[src/ex_pkg.sv]
/* execute stage shared definitions
   word type, operation classes, funct3 codes and lane types */
package ex_pkg;

  localparam int XLEN = 32;                  // integer word width

  typedef logic [XLEN-1:0] word_t;           // operands, pcs, results
  typedef logic [3:0]      byte_en_t;        // one bit per byte lane
  typedef logic [4:0]      reg_idx_t;        // destination register

  // operation class from decode
  typedef enum logic [2:0]
  {
    OP_MEM    = 3'd0,                        // load/store address
    OP_BRANCH = 3'd1,
    OP_REG    = 3'd2,
    OP_IMM    = 3'd3,
    OP_LUI    = 3'd4,
    OP_AUIPC  = 3'd5,
    OP_JAL    = 3'd6,
    OP_JALR   = 3'd7
  } alu_op_e;

  // branch conditions
  localparam logic [2:0] F3_BEQ  = 3'd0;
  localparam logic [2:0] F3_BNE  = 3'd1;
  localparam logic [2:0] F3_BLT  = 3'd4;
  localparam logic [2:0] F3_BGE  = 3'd5;
  localparam logic [2:0] F3_BLTU = 3'd6;
  localparam logic [2:0] F3_BGEU = 3'd7;

  // load/store access widths
  localparam logic [2:0] F3_BYTE   = 3'd0;
  localparam logic [2:0] F3_HALF   = 3'd1;
  localparam logic [2:0] F3_WORD   = 3'd2;
  localparam logic [2:0] F3_BYTE_U = 3'd4;
  localparam logic [2:0] F3_HALF_U = 3'd5;

  localparam word_t PC_STEP = 32'd4;         // instruction size in bytes

endpackage
[src/ex_stage.sv]
/* execute stage top: alu, branch unit and ex/mem register */
`timescale 1ns/1ps

module ex_stage
(
  input  logic             i_clk,
  input  logic             i_reset,
  input  logic             i_valid,         // one strobe per instruction
  input  ex_pkg::alu_op_e  i_alu_op,
  input  logic [2:0]       i_funct3,
  input  logic             i_funct7b,
  input  ex_pkg::word_t    i_a,
  input  ex_pkg::word_t    i_b,
  input  ex_pkg::word_t    i_imm,
  input  ex_pkg::word_t    i_pc,
  input  ex_pkg::reg_idx_t i_rd,
  input  logic             i_reg_write,
  input  logic             i_mem_read,
  input  logic             i_mem_write,
  input  logic             i_mem_to_reg,
  output logic             o_valid,
  output ex_pkg::word_t    o_result,
  output ex_pkg::word_t    o_store_data,
  output ex_pkg::byte_en_t o_byte_en,
  output ex_pkg::reg_idx_t o_rd,
  output logic             o_reg_write,
  output logic             o_mem_read,
  output logic             o_mem_write,
  output logic             o_mem_to_reg,
  output logic             o_redirect,
  output ex_pkg::word_t    o_redirect_pc
);

  ex_pkg::word_t a_result;                   // arithmetic side
  ex_pkg::word_t br_target;
  ex_pkg::word_t br_link;
  logic          br_redirect;
  logic          br_link_sel;

  alu_core u_alu_core
  (
    .i_alu_op  (i_alu_op),
    .i_funct3  (i_funct3),
    .i_funct7b (i_funct7b),
    .i_a       (i_a),
    .i_b       (i_b),
    .i_imm     (i_imm),
    .i_pc      (i_pc),
    .o_result  (a_result)
  );

  branch_unit u_branch_unit
  (
    .i_valid    (i_valid),
    .i_alu_op   (i_alu_op),
    .i_funct3   (i_funct3),
    .i_a        (i_a),
    .i_b        (i_b),
    .i_imm      (i_imm),
    .i_pc       (i_pc),
    .o_redirect (br_redirect),
    .o_target   (br_target),
    .o_link     (br_link),
    .o_link_sel (br_link_sel)
  );

  ex_mem_reg u_ex_mem_reg
  (
    .i_clk         (i_clk),
    .i_reset       (i_reset),
    .i_valid       (i_valid),
    .i_alu_result  (a_result),
    .i_link        (br_link),
    .i_link_sel    (br_link_sel),
    .i_redirect    (br_redirect),
    .i_target      (br_target),
    .i_store_src   (i_b),                    // rs2 feeds store data
    .i_funct3      (i_funct3),
    .i_rd          (i_rd),
    .i_reg_write   (i_reg_write),
    .i_mem_read    (i_mem_read),
    .i_mem_write   (i_mem_write),
    .i_mem_to_reg  (i_mem_to_reg),
    .o_valid       (o_valid),
    .o_result      (o_result),
    .o_store_data  (o_store_data),
    .o_byte_en     (o_byte_en),
    .o_rd          (o_rd),
    .o_reg_write   (o_reg_write),
    .o_mem_read    (o_mem_read),
    .o_mem_write   (o_mem_write),
    .o_mem_to_reg  (o_mem_to_reg),
    .o_redirect    (o_redirect),
    .o_redirect_pc (o_redirect_pc)
  );

endmodule

[src/ex_mem_reg.sv]
/* execute-to-memory register
   merges results, aligns store lanes and byte enables, registers outputs */
`timescale 1ns/1ps

module ex_mem_reg
(
  input  logic             i_clk,
  input  logic             i_reset,
  input  logic             i_valid,
  input  ex_pkg::word_t    i_alu_result,
  input  ex_pkg::word_t    i_link,
  input  logic             i_link_sel,
  input  logic             i_redirect,
  input  ex_pkg::word_t    i_target,
  input  ex_pkg::word_t    i_store_src,     // rs2 value for stores
  input  logic [2:0]       i_funct3,        // access width
  input  ex_pkg::reg_idx_t i_rd,
  input  logic             i_reg_write,
  input  logic             i_mem_read,
  input  logic             i_mem_write,
  input  logic             i_mem_to_reg,
  output logic             o_valid,
  output ex_pkg::word_t    o_result,
  output ex_pkg::word_t    o_store_data,
  output ex_pkg::byte_en_t o_byte_en,
  output ex_pkg::reg_idx_t o_rd,
  output logic             o_reg_write,
  output logic             o_mem_read,
  output logic             o_mem_write,
  output logic             o_mem_to_reg,
  output logic             o_redirect,
  output ex_pkg::word_t    o_redirect_pc
);

  ex_pkg::word_t    result;
  ex_pkg::word_t    store_lane;
  ex_pkg::byte_en_t width_mask;
  ex_pkg::byte_en_t byte_en;
  logic [1:0]       offset;               // byte offset within word
  logic             mem_acc;

  assign result  = i_link_sel ? i_link : i_alu_result;
  assign offset  = result[1:0];
  assign mem_acc = i_valid && (i_mem_read || i_mem_write);

  always_comb
  begin
    case (i_funct3)
      ex_pkg::F3_BYTE,
      ex_pkg::F3_BYTE_U: width_mask = 4'b0001;
      ex_pkg::F3_HALF,
      ex_pkg::F3_HALF_U: width_mask = 4'b0011;
      ex_pkg::F3_WORD:   width_mask = 4'b1111;
      default:           width_mask = 4'b0000;
    endcase
  end

  assign byte_en    = mem_acc ? (width_mask << offset) : 4'b0000;
  assign store_lane = i_store_src << {offset, 3'b000};   // shift into lanes

  // control flags, dropped on bubbles
  always_ff @(posedge i_clk)
  begin
    if (i_reset)
    begin
      o_valid      <= 1'b0;
      o_reg_write  <= 1'b0;
      o_mem_read   <= 1'b0;
      o_mem_write  <= 1'b0;
      o_mem_to_reg <= 1'b0;
      o_redirect   <= 1'b0;
      o_byte_en    <= '0;
    end
    else
    begin
      o_valid      <= i_valid;
      o_reg_write  <= i_valid && i_reg_write;
      o_mem_read   <= i_valid && i_mem_read;
      o_mem_write  <= i_valid && i_mem_write;
      o_mem_to_reg <= i_valid && i_mem_to_reg;
      o_redirect   <= i_valid && i_redirect;
      o_byte_en    <= byte_en;
    end
  end

  // payload, qualified by o_valid downstream
  always_ff @(posedge i_clk)
  begin
    o_result      <= result;
    o_store_data  <= store_lane;
    o_rd          <= i_rd;
    o_redirect_pc <= i_target;
  end

endmodule

[src/branch_unit.sv]
/* branch unit: condition compare, branch/jump target and link value */
`timescale 1ns/1ps

module branch_unit
(
  input  logic            i_valid,
  input  ex_pkg::alu_op_e i_alu_op,
  input  logic [2:0]      i_funct3,          // branch condition
  input  ex_pkg::word_t   i_a,
  input  ex_pkg::word_t   i_b,
  input  ex_pkg::word_t   i_imm,
  input  ex_pkg::word_t   i_pc,
  output logic            o_redirect,        // fetch must restart at o_target
  output ex_pkg::word_t   o_target,
  output ex_pkg::word_t   o_link,            // return address for jal/jalr
  output logic            o_link_sel         // high for jal/jalr
);

  ex_pkg::word_t jalr_sum;
  logic          is_branch;
  logic          is_jal;
  logic          is_jalr;
  logic          taken;
  logic          eq;
  logic          lt_s;
  logic          lt_u;

  assign is_branch = (i_alu_op == ex_pkg::OP_BRANCH);
  assign is_jal    = (i_alu_op == ex_pkg::OP_JAL);
  assign is_jalr   = (i_alu_op == ex_pkg::OP_JALR);

  assign eq   = (i_a == i_b);
  assign lt_s = ($signed(i_a) < $signed(i_b));
  assign lt_u = (i_a < i_b);

  always_comb
  begin
    case (i_funct3)
      ex_pkg::F3_BEQ:  taken = eq;
      ex_pkg::F3_BNE:  taken = !eq;
      ex_pkg::F3_BLT:  taken = lt_s;
      ex_pkg::F3_BGE:  taken = !lt_s;
      ex_pkg::F3_BLTU: taken = lt_u;
      ex_pkg::F3_BGEU: taken = !lt_u;
      default:         taken = 1'b0;     // reserved codes never taken
    endcase
  end

  assign jalr_sum = i_a + i_imm;

  // jalr clears bit 0, branch and jal are pc relative
  assign o_target = is_jalr ? {jalr_sum[ex_pkg::XLEN-1:1], 1'b0} : (i_pc + i_imm);

  assign o_link     = i_pc + ex_pkg::PC_STEP;   // next sequential pc
  assign o_link_sel = is_jal || is_jalr;

  assign o_redirect = i_valid && ((is_branch && taken) || is_jal || is_jalr);

endmodule

[src/alu_core.sv]
/* arithmetic unit of the execute stage
   register, immediate, address, LUI and AUIPC results */
`timescale 1ns/1ps

module alu_core
(
  input  ex_pkg::alu_op_e i_alu_op,          // operation class
  input  logic [2:0]      i_funct3,
  input  logic            i_funct7b,         // instr bit 30, sub/sra select
  input  ex_pkg::word_t   i_a,
  input  ex_pkg::word_t   i_b,
  input  ex_pkg::word_t   i_imm,             // sign extended immediate
  input  ex_pkg::word_t   i_pc,
  output ex_pkg::word_t   o_result
);

  ex_pkg::word_t op_b;                       // second operand
  ex_pkg::word_t add_sub;
  ex_pkg::word_t logic_res;                  // reg/imm class result
  logic [4:0]    shamt;
  logic          is_reg;
  logic          lt_s;
  logic          lt_u;

  assign is_reg = (i_alu_op == ex_pkg::OP_REG);
  assign op_b   = is_reg ? i_b : i_imm;
  assign shamt  = op_b[4:0];                 // low five bits only

  // subtract only for register ops, addi ignores bit 30
  assign add_sub = (is_reg && i_funct7b) ? (i_a - op_b) : (i_a + op_b);

  assign lt_s = ($signed(i_a) < $signed(op_b));
  assign lt_u = (i_a < op_b);

  always_comb
  begin
    logic_res = '0;
    case (i_funct3)
      3'd0: logic_res = add_sub;             // add / sub
      3'd1: logic_res = i_a << shamt;        // sll
      3'd2: logic_res[0] = lt_s;             // slt
      3'd3: logic_res[0] = lt_u;             // sltu
      3'd4: logic_res = i_a ^ op_b;          // xor
      3'd5:
      begin
        if (i_funct7b)
        begin
          logic_res = $signed(i_a) >>> shamt; // sra, sign filled
        end
        else
        begin
          logic_res = i_a >> shamt;          // srl
        end
      end
      3'd6: logic_res = i_a | op_b;          // or
      3'd7: logic_res = i_a & op_b;          // and
      default: logic_res = '0;
    endcase
  end

  // class select
  always_comb
  begin
    case (i_alu_op)
      ex_pkg::OP_REG,
      ex_pkg::OP_IMM:   o_result = logic_res;
      ex_pkg::OP_MEM:   o_result = i_a + i_imm;   // effective address
      ex_pkg::OP_LUI:   o_result = i_imm;         // upper imm already placed
      ex_pkg::OP_AUIPC: o_result = i_pc + i_imm;
      default:          o_result = '0;            // branch and jumps use link path
    endcase
  end

endmodule

[config.mk]
export PLATFORM = sky130hd
export DESIGN_NAME = ex_stage
export DESIGN_NICKNAME = d
export VERILOG_FILES = /design/src/ex_pkg.sv /design/src/ex_stage.sv /design/src/ex_mem_reg.sv /design/src/branch_unit.sv /design/src/alu_core.sv
export SDC_FILE = /design/constraint.sdc
export NUM_CORES = 1
export LEC_CHECK = 0
export CAP_MARGIN = 20
export CORE_UTILIZATION = 29
export DETAILED_ROUTE_END_ITERATION = 16
export DONT_BUFFER_PORTS = 1
export MAX_ROUTING_LAYER = met4
export PLACE_DENSITY = 0.47
export SYNTH_ARGS = -nofsm -noshare
export SYNTH_HDL_FRONTEND = slang
export SYNTH_SLANG_ARGS = --single-unit
[constraint.sdc]
create_clock -name i_clk -period 10.77 [get_ports i_clk]
set_input_delay 2.154 -clock i_clk [delete_from_list [all_inputs] [get_ports i_clk]]
set_output_delay 2.154 -clock i_clk [all_outputs]
set_load 0.05 [all_outputs]
==> flow_metrics.tcl, run 1 <==
set metrics [dict create \
    status "finished, final reports clean" \
    syn_nets 2829 \
    cts_tree "done" \
    drt_first_pass_iters 6 \
    post-route-min-period_ps 6850 \
    multi_input_area_um2 14800 \
    comb_power_share 0.489 \
    final_layout_size_suffix_gt1_frac 0.0599 \
    syn-cell-area_um2 18400 \
    die_w_um 254 \
    ctsHoldBuffers 0 \
    cts.clk_slew.worst_paths_ps 100 \
    ff_latch_area_um2 2220 \
    synth_edf_count 0 \
    syn-instance-count 2494 \
    synth-main-ff-cell "dfxtp_1" \
    grt_max_degree 68 \
    syn_area_per_cell_um2 7.36 \
    yosysWarnings 0 \
    nets 2716 \
    numCtsBuffers 9 \
    cts_resized 0 \
    busiest_layer "met2" \
    overflow 0 \
    start_util 0.295 \
    grt_pass1_wl_mm 144 \
    met3_usage 0.0421 \
    fmax_mhz 146 \
    vias 20300 \
    final_hold_viol_count 0 \
    die_area_um2 64300 \
    clock_sinks 111 \
    ir_drop_mv 0.103 \
    pre_cts_ws_ps 3550 \
    drt.antenna.violating_nets 0 \
    p_leak_nw 8.04 \
    slew_headroom 0.215 \
    max_stage_delay_ps 920 \
    worst_slack_ps 3920 \
    internal_power_w 0.00103 \
    nFillCells 6821 \
    antenna_found_initial 5 \
    sw_frac_of_total 0.535 \
    p_switching_w 0.00119 \
    core-area_um2 62200 \
    setup_tns_ps 0 \
    place_congestion 1.00 \
    synthArstFlopShare 0 \
    tightest_slew_ps 1170 \
    io_pins 258 \
    die_y_um 254 \
    synthDistinctLibCells 99 \
    port_buffers 0 \
    sequentialPowerShare 0.337 \
    reg_top3 "u_ex_mem_reg.o_redirect_pc (32), u_ex_mem_reg.o_result (32), u_ex_mem_reg.o_store_data (32)" \
    viasPerCell 6.28 \
    hold_class "in -> reg" \
    critPathRequiredTime_ps 10990 \
    clockBufferDepth 2 \
    synth_top_area_cell "ha_1" \
    slew_viol_final 0 \
    met2_usage 0.484 \
    cts_root_buf "clkbuf_16" \
    detailed_place_hpwl_mm 81.8 \
    critPathKind "in -> reg" \
    ys_top_cells_by_area "ha_1 (13%), dfxtp_1 (12%), mux2i_1 (8.5%), nand2_1 (5.4%), a21oi_1 (5.1%)" \
    synth_top_area_frac 0.126 \
    synth_most_common_cell "nand2_1" \
    h-tree-depth 3 \
    worst_setup_path_end_kind "register" \
    grt_pass1_vias 18900 \
    maxCapViolCount 0 \
    startpoint_type "input port" \
    wire_per_inst_um 31.7 \
    synth_seq_area_share 0.121 \
    synth_seq_cells 111 \
    synthTopCellsByCount "nand2_1 (262), nor2_1 (215), a21oi_1 (188)" \
    p_per_area_nw_per_um2 116 \
    path_cells "or3b_4 -> buf_4 -> o21ai_0 -> inv_1 -> ha_1 -> inv_1 -> a2111oi_0 -> o311ai_2 -> nand2_1 -> o21ai_0 -> xnor2_1 -> a221oi_1 -> o221ai_1" \
    track_usage 0.318 \
    setup_viol 0 \
    crit_arrival_ps 7070 \
    syn2layout_area_growth_pct 4.79 \
    met1_usage 0.438 \
    dr.first_iter.drc_count 2335 \
    clockPowerShare 0.174 \
    fp-row-count 91 \
    slowest_stage "a221oi_1" \
    wl_mm 102 \
    cts_setup_buffers 0 \
    period_share 0.636 \
    drc 0 \
    rsz0062_at_grt "false" \
    critPathMaxFanout 55 \
]
## layout make-up
type,count,area share
multi-input cells,2070,0.769
flip-flops and latches,111,0.115
well taps,837,0.0544
inverters,157,0.0311
repair buffers,32,0.0125
clock buffers,9,0.0117
clock inverters,7,0.00514
diodes,4,0.000520
## routing by layer
metal,routed length [um],vias to the layer above
li1,-,9012
met1,46200,10100
met2,45300,1034
met3,7930,127
met4,2720,0
met5,0,-
## critical path, delay by kind of cell
| family | cells | cell delay, ps |
|---|---|---|
| AO/OA/AOI/OAI | 6 | 2960 |
| AND/OR/NAND/NOR | 2 | 610 |
| buffers and inverters | 3 | 600 |
| adder cells (fa/ha/maj) | 1 | 480 |
| XOR/XNOR | 1 | 220 |
## path summary, 6_finish.rpt
| path | startpoint | end | slack (ps) | cells past startpoint |
|---|---|---|---|---|
| setup / recovery | i_alu_op[0] | u_ex_mem_reg.o_result[9] | 3920 | 13 |
| hold / removal | i_rd[2] | u_ex_mem_reg.o_rd[2] | 1780 | 0 |
## power groups by stage
stage	sequential, W	combinational [W]	clock (W)
3_3_place_gp	0.000764	0.00106	0
5_1_grt	0.000757	0.00116	0.000414
2_1_floorplan	0.000742	0.000760	0
3_5_place_dp	0.000763	0.00105	0
6_report	0.000751	0.00109	0.000388
4_1_cts	0.000753	0.00106	0.000401
## cell usage in the layout (no fill, tap or decap), drive strengths merged, types with 32 or more instances in the layout
master	count
a211oi	44
nor2	215
nand2	263
buf	32
xnor2	77
inv	160
ha	185
mux2i	156
a22oi	32
o211ai	39
dfxtp	111
xor2	50
a21oi	191
mux4	32
nor3	60
nand3	55
o21ai	188
a21o	32
## logic make-up after synthesis
logic type | after synthesis | synth area share
DFF | 111 | 0.121
adders and majority gates | 188 | 0.129
muxes | 202 | 0.133
AOI/OAI and AO/OA | 806 | 0.294
buffers and inverters | 313 | 0.0746
and+or+nand+nor | 747 | 0.188
xor gates and xnor gates | 127 | 0.0606
## through the flow
stage               hold slack (ps)  total power (W)  std cells   util  instance area, um^2
detailed placement             2180          0.00182       3207  0.304                18900
floorplan                      2180          0.00150       2494      -                18400
global route                   1760          0.00233       3226  0.310                19200
global placement               2180          0.00182       3207  0.304                18900
CTS                            1760          0.00221       3223  0.309                19200
finish                         1780          0.00223       3227  0.310                19200
Power figures use the tool's default switching activity.
==> run 2: changes to the inputs <==
clock period = 7.1 ns   (was 10.77 ns; I/O delays follow)
==> run 2 against run 1 <==
Cell count up 0.12%; clock-buffer cell count is the same; total power is 51% higher; sequential power is 50% higher; hold slack got worse by 740 ps; critical endpoint is now u_ex_mem_reg.o_store_data[24]; via count hardly changed; clock power is 52% higher.
==> flow_metrics.tcl, run 2 (same netlist as run 1, synthesis figures left out) <==
set metrics [dict create \
    status "finished, final reports clean" \
    worstHoldStart "i_rd[4]" \
    worst_setup_path_end_kind "register" \
    clockBufferDepth 2 \
    drt.antenna.violating_nets 0 \
    ctsHoldBuffers 0 \
    crit_arrival_ps 6420 \
    start_util 0.295 \
    final_layout_size_suffix_gt1_frac 0.0631 \
    critPathMaxFanout 66 \
    grt_pass1_wl_mm 144 \
    tightest_slew_ps 1070 \
    core-area_um2 62200 \
    overflow 0 \
    layout.cells.non_filler 3231 \
    setup_tns_ps 0 \
    drc 0 \
    die_w_um 254 \
    clock_sinks 111 \
    grt_pass1_vias 19100 \
    syn2layout_area_growth_pct 5.06 \
    path_buf_inv 2 \
    cts_tree "done" \
    rsz0062_at_grt "false" \
    final_common_cell "nand2_1" \
    maxCapViolCount 0 \
    place_congestion 0.974 \
    dp_cells 3215 \
    numCtsBuffers 9 \
    io_pins 258 \
    min_to "u_ex_mem_reg.o_rd[4]" \
    nFillCells 6778 \
    drt_first_pass_iters 8 \
    ir_drop_mv 0.122 \
    max_stage_delay_ps 710 \
    path_cells "or3b_4 -> o21ai_0 -> inv_1 -> ha_1 -> nor2_1 -> nand3_1 -> or3_1 -> nor2_1 -> a211oi_1 -> o311ai_1 -> a31oi_1 -> o22ai_4 -> buf_4 -> mux2i_1 -> mux2i_1" \
    slew_headroom 0.280 \
    cts.clk_slew.worst_paths_ps 100 \
    port_buffers 0 \
    slowest_stage "or3b_4" \
    min_path_cells 0 \
    cts_resized 0 \
    hold_class "in -> reg" \
    slew_viol_final 0 \
    p_leak_nw 8.08 \
    h-tree-depth 3 \
    cts_setup_buffers 0 \
    cts_root_buf "clkbuf_16" \
    cp_top_family "simple AND/OR/NAND/NOR gates" \
    viasPerCell 6.27 \
    vias 20200 \
    critPathKind "in -> reg" \
    setup_viol 0 \
    nets 2724 \
    critPathRequiredTime_ps 7380 \
    grt_max_degree 67 \
    period_share 0.865 \
    fp-row-count 91 \
    reg_top3 "u_ex_mem_reg.o_redirect_pc (32), u_ex_mem_reg.o_result (32), u_ex_mem_reg.o_store_data (32)" \
    startpoint_type "input port" \
    wire_per_inst_um 31.5 \
    antenna_found_initial 1 \
    post-route-min-period_ps 6140 \
    layout.cells.most_common_list "nand2_1 (262), nor2_1 (214), a21oi_1 (188)" \
    wl_mm 102 \
    p_per_area_nw_per_um2 175 \
    diodes 0 \
    fmax_mhz 163 \
    die_y_um 254 \
    die_area_um2 64300 \
    track_usage 0.318 \
    final_hold_viol_count 0 \
    detailed_place_hpwl_mm 81.2 \
    dr.first_iter.drc_count 2418 \
]
==> run 2: cell count changes in the layout (fill, tap and decap cells not counted) <==
cell     before  now
diode_2       4    0
buf_4        32   40
==> run 2: layout make-up <==
class                      count  area [um^2]  share of cell area
clock buffer                   9          225              0.0117
clock inverter                 7         98.8             0.00512
inverter                     157          599              0.0311
multi-input combinational   2070        14800               0.767
sequential                   111         2220               0.115
tap                          837         1050              0.0543
timing repair buffer          40          300              0.0156
==> run 2: metrics by stage <==
step	util	hold slack, ps	total power (W)	instance area (um^2)	setup WS [ps]
floorplan	-	1450	0.00228	18400	1330
global placement	0.305	1450	0.00275	19000	758
detailed placement	0.305	1450	0.00275	19000	707
CTS	0.310	1020	0.00335	19300	1120
global route	0.310	1020	0.00353	19300	823
finish	0.310	1040	0.00337	19300	957
==> run 2: where the power goes <==
part | switching, W | internal [W]
Sequential | 0.000407 | 0.000725
Combinational | 0.00106 | 0.000588
Clock | 0.000329 | 0.000261
Total | 0.00179 | 0.00157
==> run 2: worst max path at each step <==
| stage | cells past startpoint | start | to |
|---|---|---|---|
| 2_1_floorplan | 21 | i_alu_op[1] | u_ex_mem_reg.o_result[30] |
| 3_3_place_gp | 14 | i_alu_op[0] | u_ex_mem_reg.o_result[24] |
| 3_5_place_dp | 15 | i_alu_op[0] | u_ex_mem_reg.o_store_data[24] |
| 4_1_cts | 15 | i_alu_op[0] | u_ex_mem_reg.o_store_data[24] |
| 5_1_grt | 15 | i_alu_op[0] | u_ex_mem_reg.o_store_data[24] |
| 6_report | 15 | i_alu_op[0] | u_ex_mem_reg.o_store_data[24] |
==> run 2: routing by layer <==
metal  vias up  track usage  part of all wire  wire length, um
met5         -            -                 0                0
met3       109       0.0398             0.077             7860
met1     10100        0.435              0.45            45700
met2      1032        0.494              0.45            45600
li1       9019            -                 -                -
met4         0       0.0781             0.026             2630
==> run 3: changes to the inputs <==
CORE_ASPECT_RATIO = 1.25   (was unset)
CORE_UTILIZATION = 30   (was 29)
PLACE_DENSITY = 0.48   (was 0.47)
==> run 3 against run 2 <==
Critical path depth unchanged; sequential power hardly changed; hold slack better by 9.0 ps; flip-flop and latch count did not move; clock-buffer cell count grew 1; combinational power hardly changed; clock power decreased by 8.3%; design area is 0.79% lower; sequential share of layout area grew 0.092 points; core utilization rose by 0.52 points; routed wire length is 3.6% lower; critical path type unchanged; largest cell class unchanged; highest routed layer unchanged.
==> flow_metrics.tcl, run 3 (same netlist as run 1, synthesis figures left out) <==
set metrics [dict create \
    max_stage_delay_ps 710 \
    drt.antenna.violating_nets 0 \
    detailed_place_hpwl_mm 78.8 \
    status "finished, final reports clean" \
    wl_mm 98.1 \
    critPathKind "in -> reg" \
    syn2layout_area_growth_pct 4.23 \
    tightest_slew_ps 1070 \
    final_hold_viol_count 0 \
    place_congestion 1.04 \
    startpoint_type "input port" \
    setup.worst_path.start "i_alu_op[0]" \
    maxCapViolCount 0 \
    cts.clk_slew.worst_paths_ps 80 \
    clock_sinks 111 \
    wire_per_inst_um 31.0 \
    drt_first_pass_iters 6 \
    viasPerCell 6.40 \
    hold_slack_ps 1050 \
    die_w_um 223 \
    dr.first_iter.drc_count 2158 \
    rsz0062_at_grt "false" \
    grt_pass1_wl_mm 141 \
    ctsHoldBuffers 0 \
    reg_top3 "u_ex_mem_reg.o_redirect_pc (32), u_ex_mem_reg.o_result (32), u_ex_mem_reg.o_store_data (32)" \
    slew_headroom 0.275 \
    cts_setup_buffers 0 \
    setup_tns_ps 0 \
    clockBufferDepth 2 \
    post-route-min-period_ps 5860 \
    cts_resized 0 \
    nFillCells 6611 \
    crit_arrival_ps 6130 \
    h-tree-depth 3 \
    vias 20200 \
    grt_pass1_vias 19600 \
    worst_setup_path_end_kind "register" \
    critPathMaxFanout 56 \
    slowest_stage "ha_1" \
    worst_slack_ps 1240 \
    drc 0 \
    start_util 0.303 \
    grt_max_degree 76 \
    pre_cts_ws_ps 1010 \
    core-area_um2 60700 \
    cts_tree "done" \
    setup_viol 0 \
    port_buffers 0 \
    nets 2717 \
    io_pins 258 \
    final_common_cell "nand2_1" \
    hold_class "in -> reg" \
    cts_root_buf "clkbuf_16" \
    slew_viol_final 0 \
    p_per_area_nw_per_um2 173 \
    antenna_found_initial 4 \
    final_layout_size_suffix_gt1_frac 0.0595 \
    die_y_um 279 \
    critPathRequiredTime_ps 7370 \
    path_cells "or3b_4 -> o21ai_0 -> inv_1 -> ha_1 -> nor2_1 -> nand3_1 -> or3_1 -> nor2_1 -> a211oi_1 -> o311ai_1 -> a31oi_1 -> o22ai_4 -> buf_4 -> mux2i_1 -> mux2i_1" \
    period_share 0.826 \
    layout.cells.most_common_list "nand2_1 (262), nor2_1 (214), a21oi_1 (188)" \
    ff_latch_area_um2 2220 \
    multi_input_area_um2 14800 \
    fmax_mhz 171 \
    overflow 0 \
    track_usage 0.316 \
    numCtsBuffers 9 \
    fp-row-count 101 \
    die_area_um2 62200 \
    crit_end "u_ex_mem_reg.o_store_data[31]" \
    ir_drop_mv 0.115 \
    p_leak_nw 8.03 \
]
==> run 3: cell types whose count changed in the layout (fill, tap and decap cells not counted), moves of 2 or more <==
cell,before,now
inv_6,2,0
clkinv_4,0,2
clkinv_8,3,1
buf_4,40,32
diode_2,0,3
inv_12,2,0
==> run 3: stage by stage <==
| step | std cells | total power [W] | cell area, um^2 | util |
|---|---|---|---|---|
| finish | 3162 | 0.00331 | 19100 | 0.316 |
| detailed placement | 3143 | 0.00274 | 18800 | 0.311 |
| floorplan | 2494 | 0.00228 | 18400 | - |
| global placement | 3143 | 0.00274 | 18800 | 0.311 |
| CTS | 3159 | 0.00329 | 19100 | 0.315 |
| global route | 3162 | 0.00347 | 19100 | 0.316 |
==> run 3: how the worst min path moves through the flow <==
stage	start	endpoint	depth (start not counted)
detailed placement	i_rd[0]	u_ex_mem_reg.o_rd[0]	0
floorplan	i_rd[0]	u_ex_mem_reg.o_rd[0]	0
CTS	i_rd[4]	u_ex_mem_reg.o_rd[4]	0
global placement	i_rd[0]	u_ex_mem_reg.o_rd[0]	0
global route	i_rd[4]	u_ex_mem_reg.o_rd[4]	0
finish	i_rd[0]	u_ex_mem_reg.o_rd[0]	0
==> run 3: layout make-up <==
cell class | count | share of cell area
well taps | 772 | 0.0505
diodes | 3 | 0.000392
inverters | 157 | 0.0313
clock inverters | 6 | 0.00301
multi-input cells | 2070 | 0.773
repair buffers | 33 | 0.0136
clock buffers | 10 | 0.0120
flip-flops and latches | 111 | 0.116
==> run 3: worst max-delay path: cells and delay by family <==
kind | cells | cell delay (ps)
muxes | 2 | 340
AOI/OAI and AO/OA | 5 | 1890
and+or+nand+nor | 5 | 1220
adders and majority gates | 1 | 710
buffers and inverters | 2 | 460
==> run 3: per-layer routing <==
layer	global-route usage	part of all wire	up-vias
li1	-	-	8984
met1	0.390	0.40	9949
met2	0.511	0.47	1083
met3	0.0387	0.077	207
met4	0.153	0.054	0
met5	-	0	-
==> run 3: power by group <==
part	internal, W	switching (W)
clock network	0.000246	0.000295
logic	0.000586	0.00105
registers	0.000726	0.000413
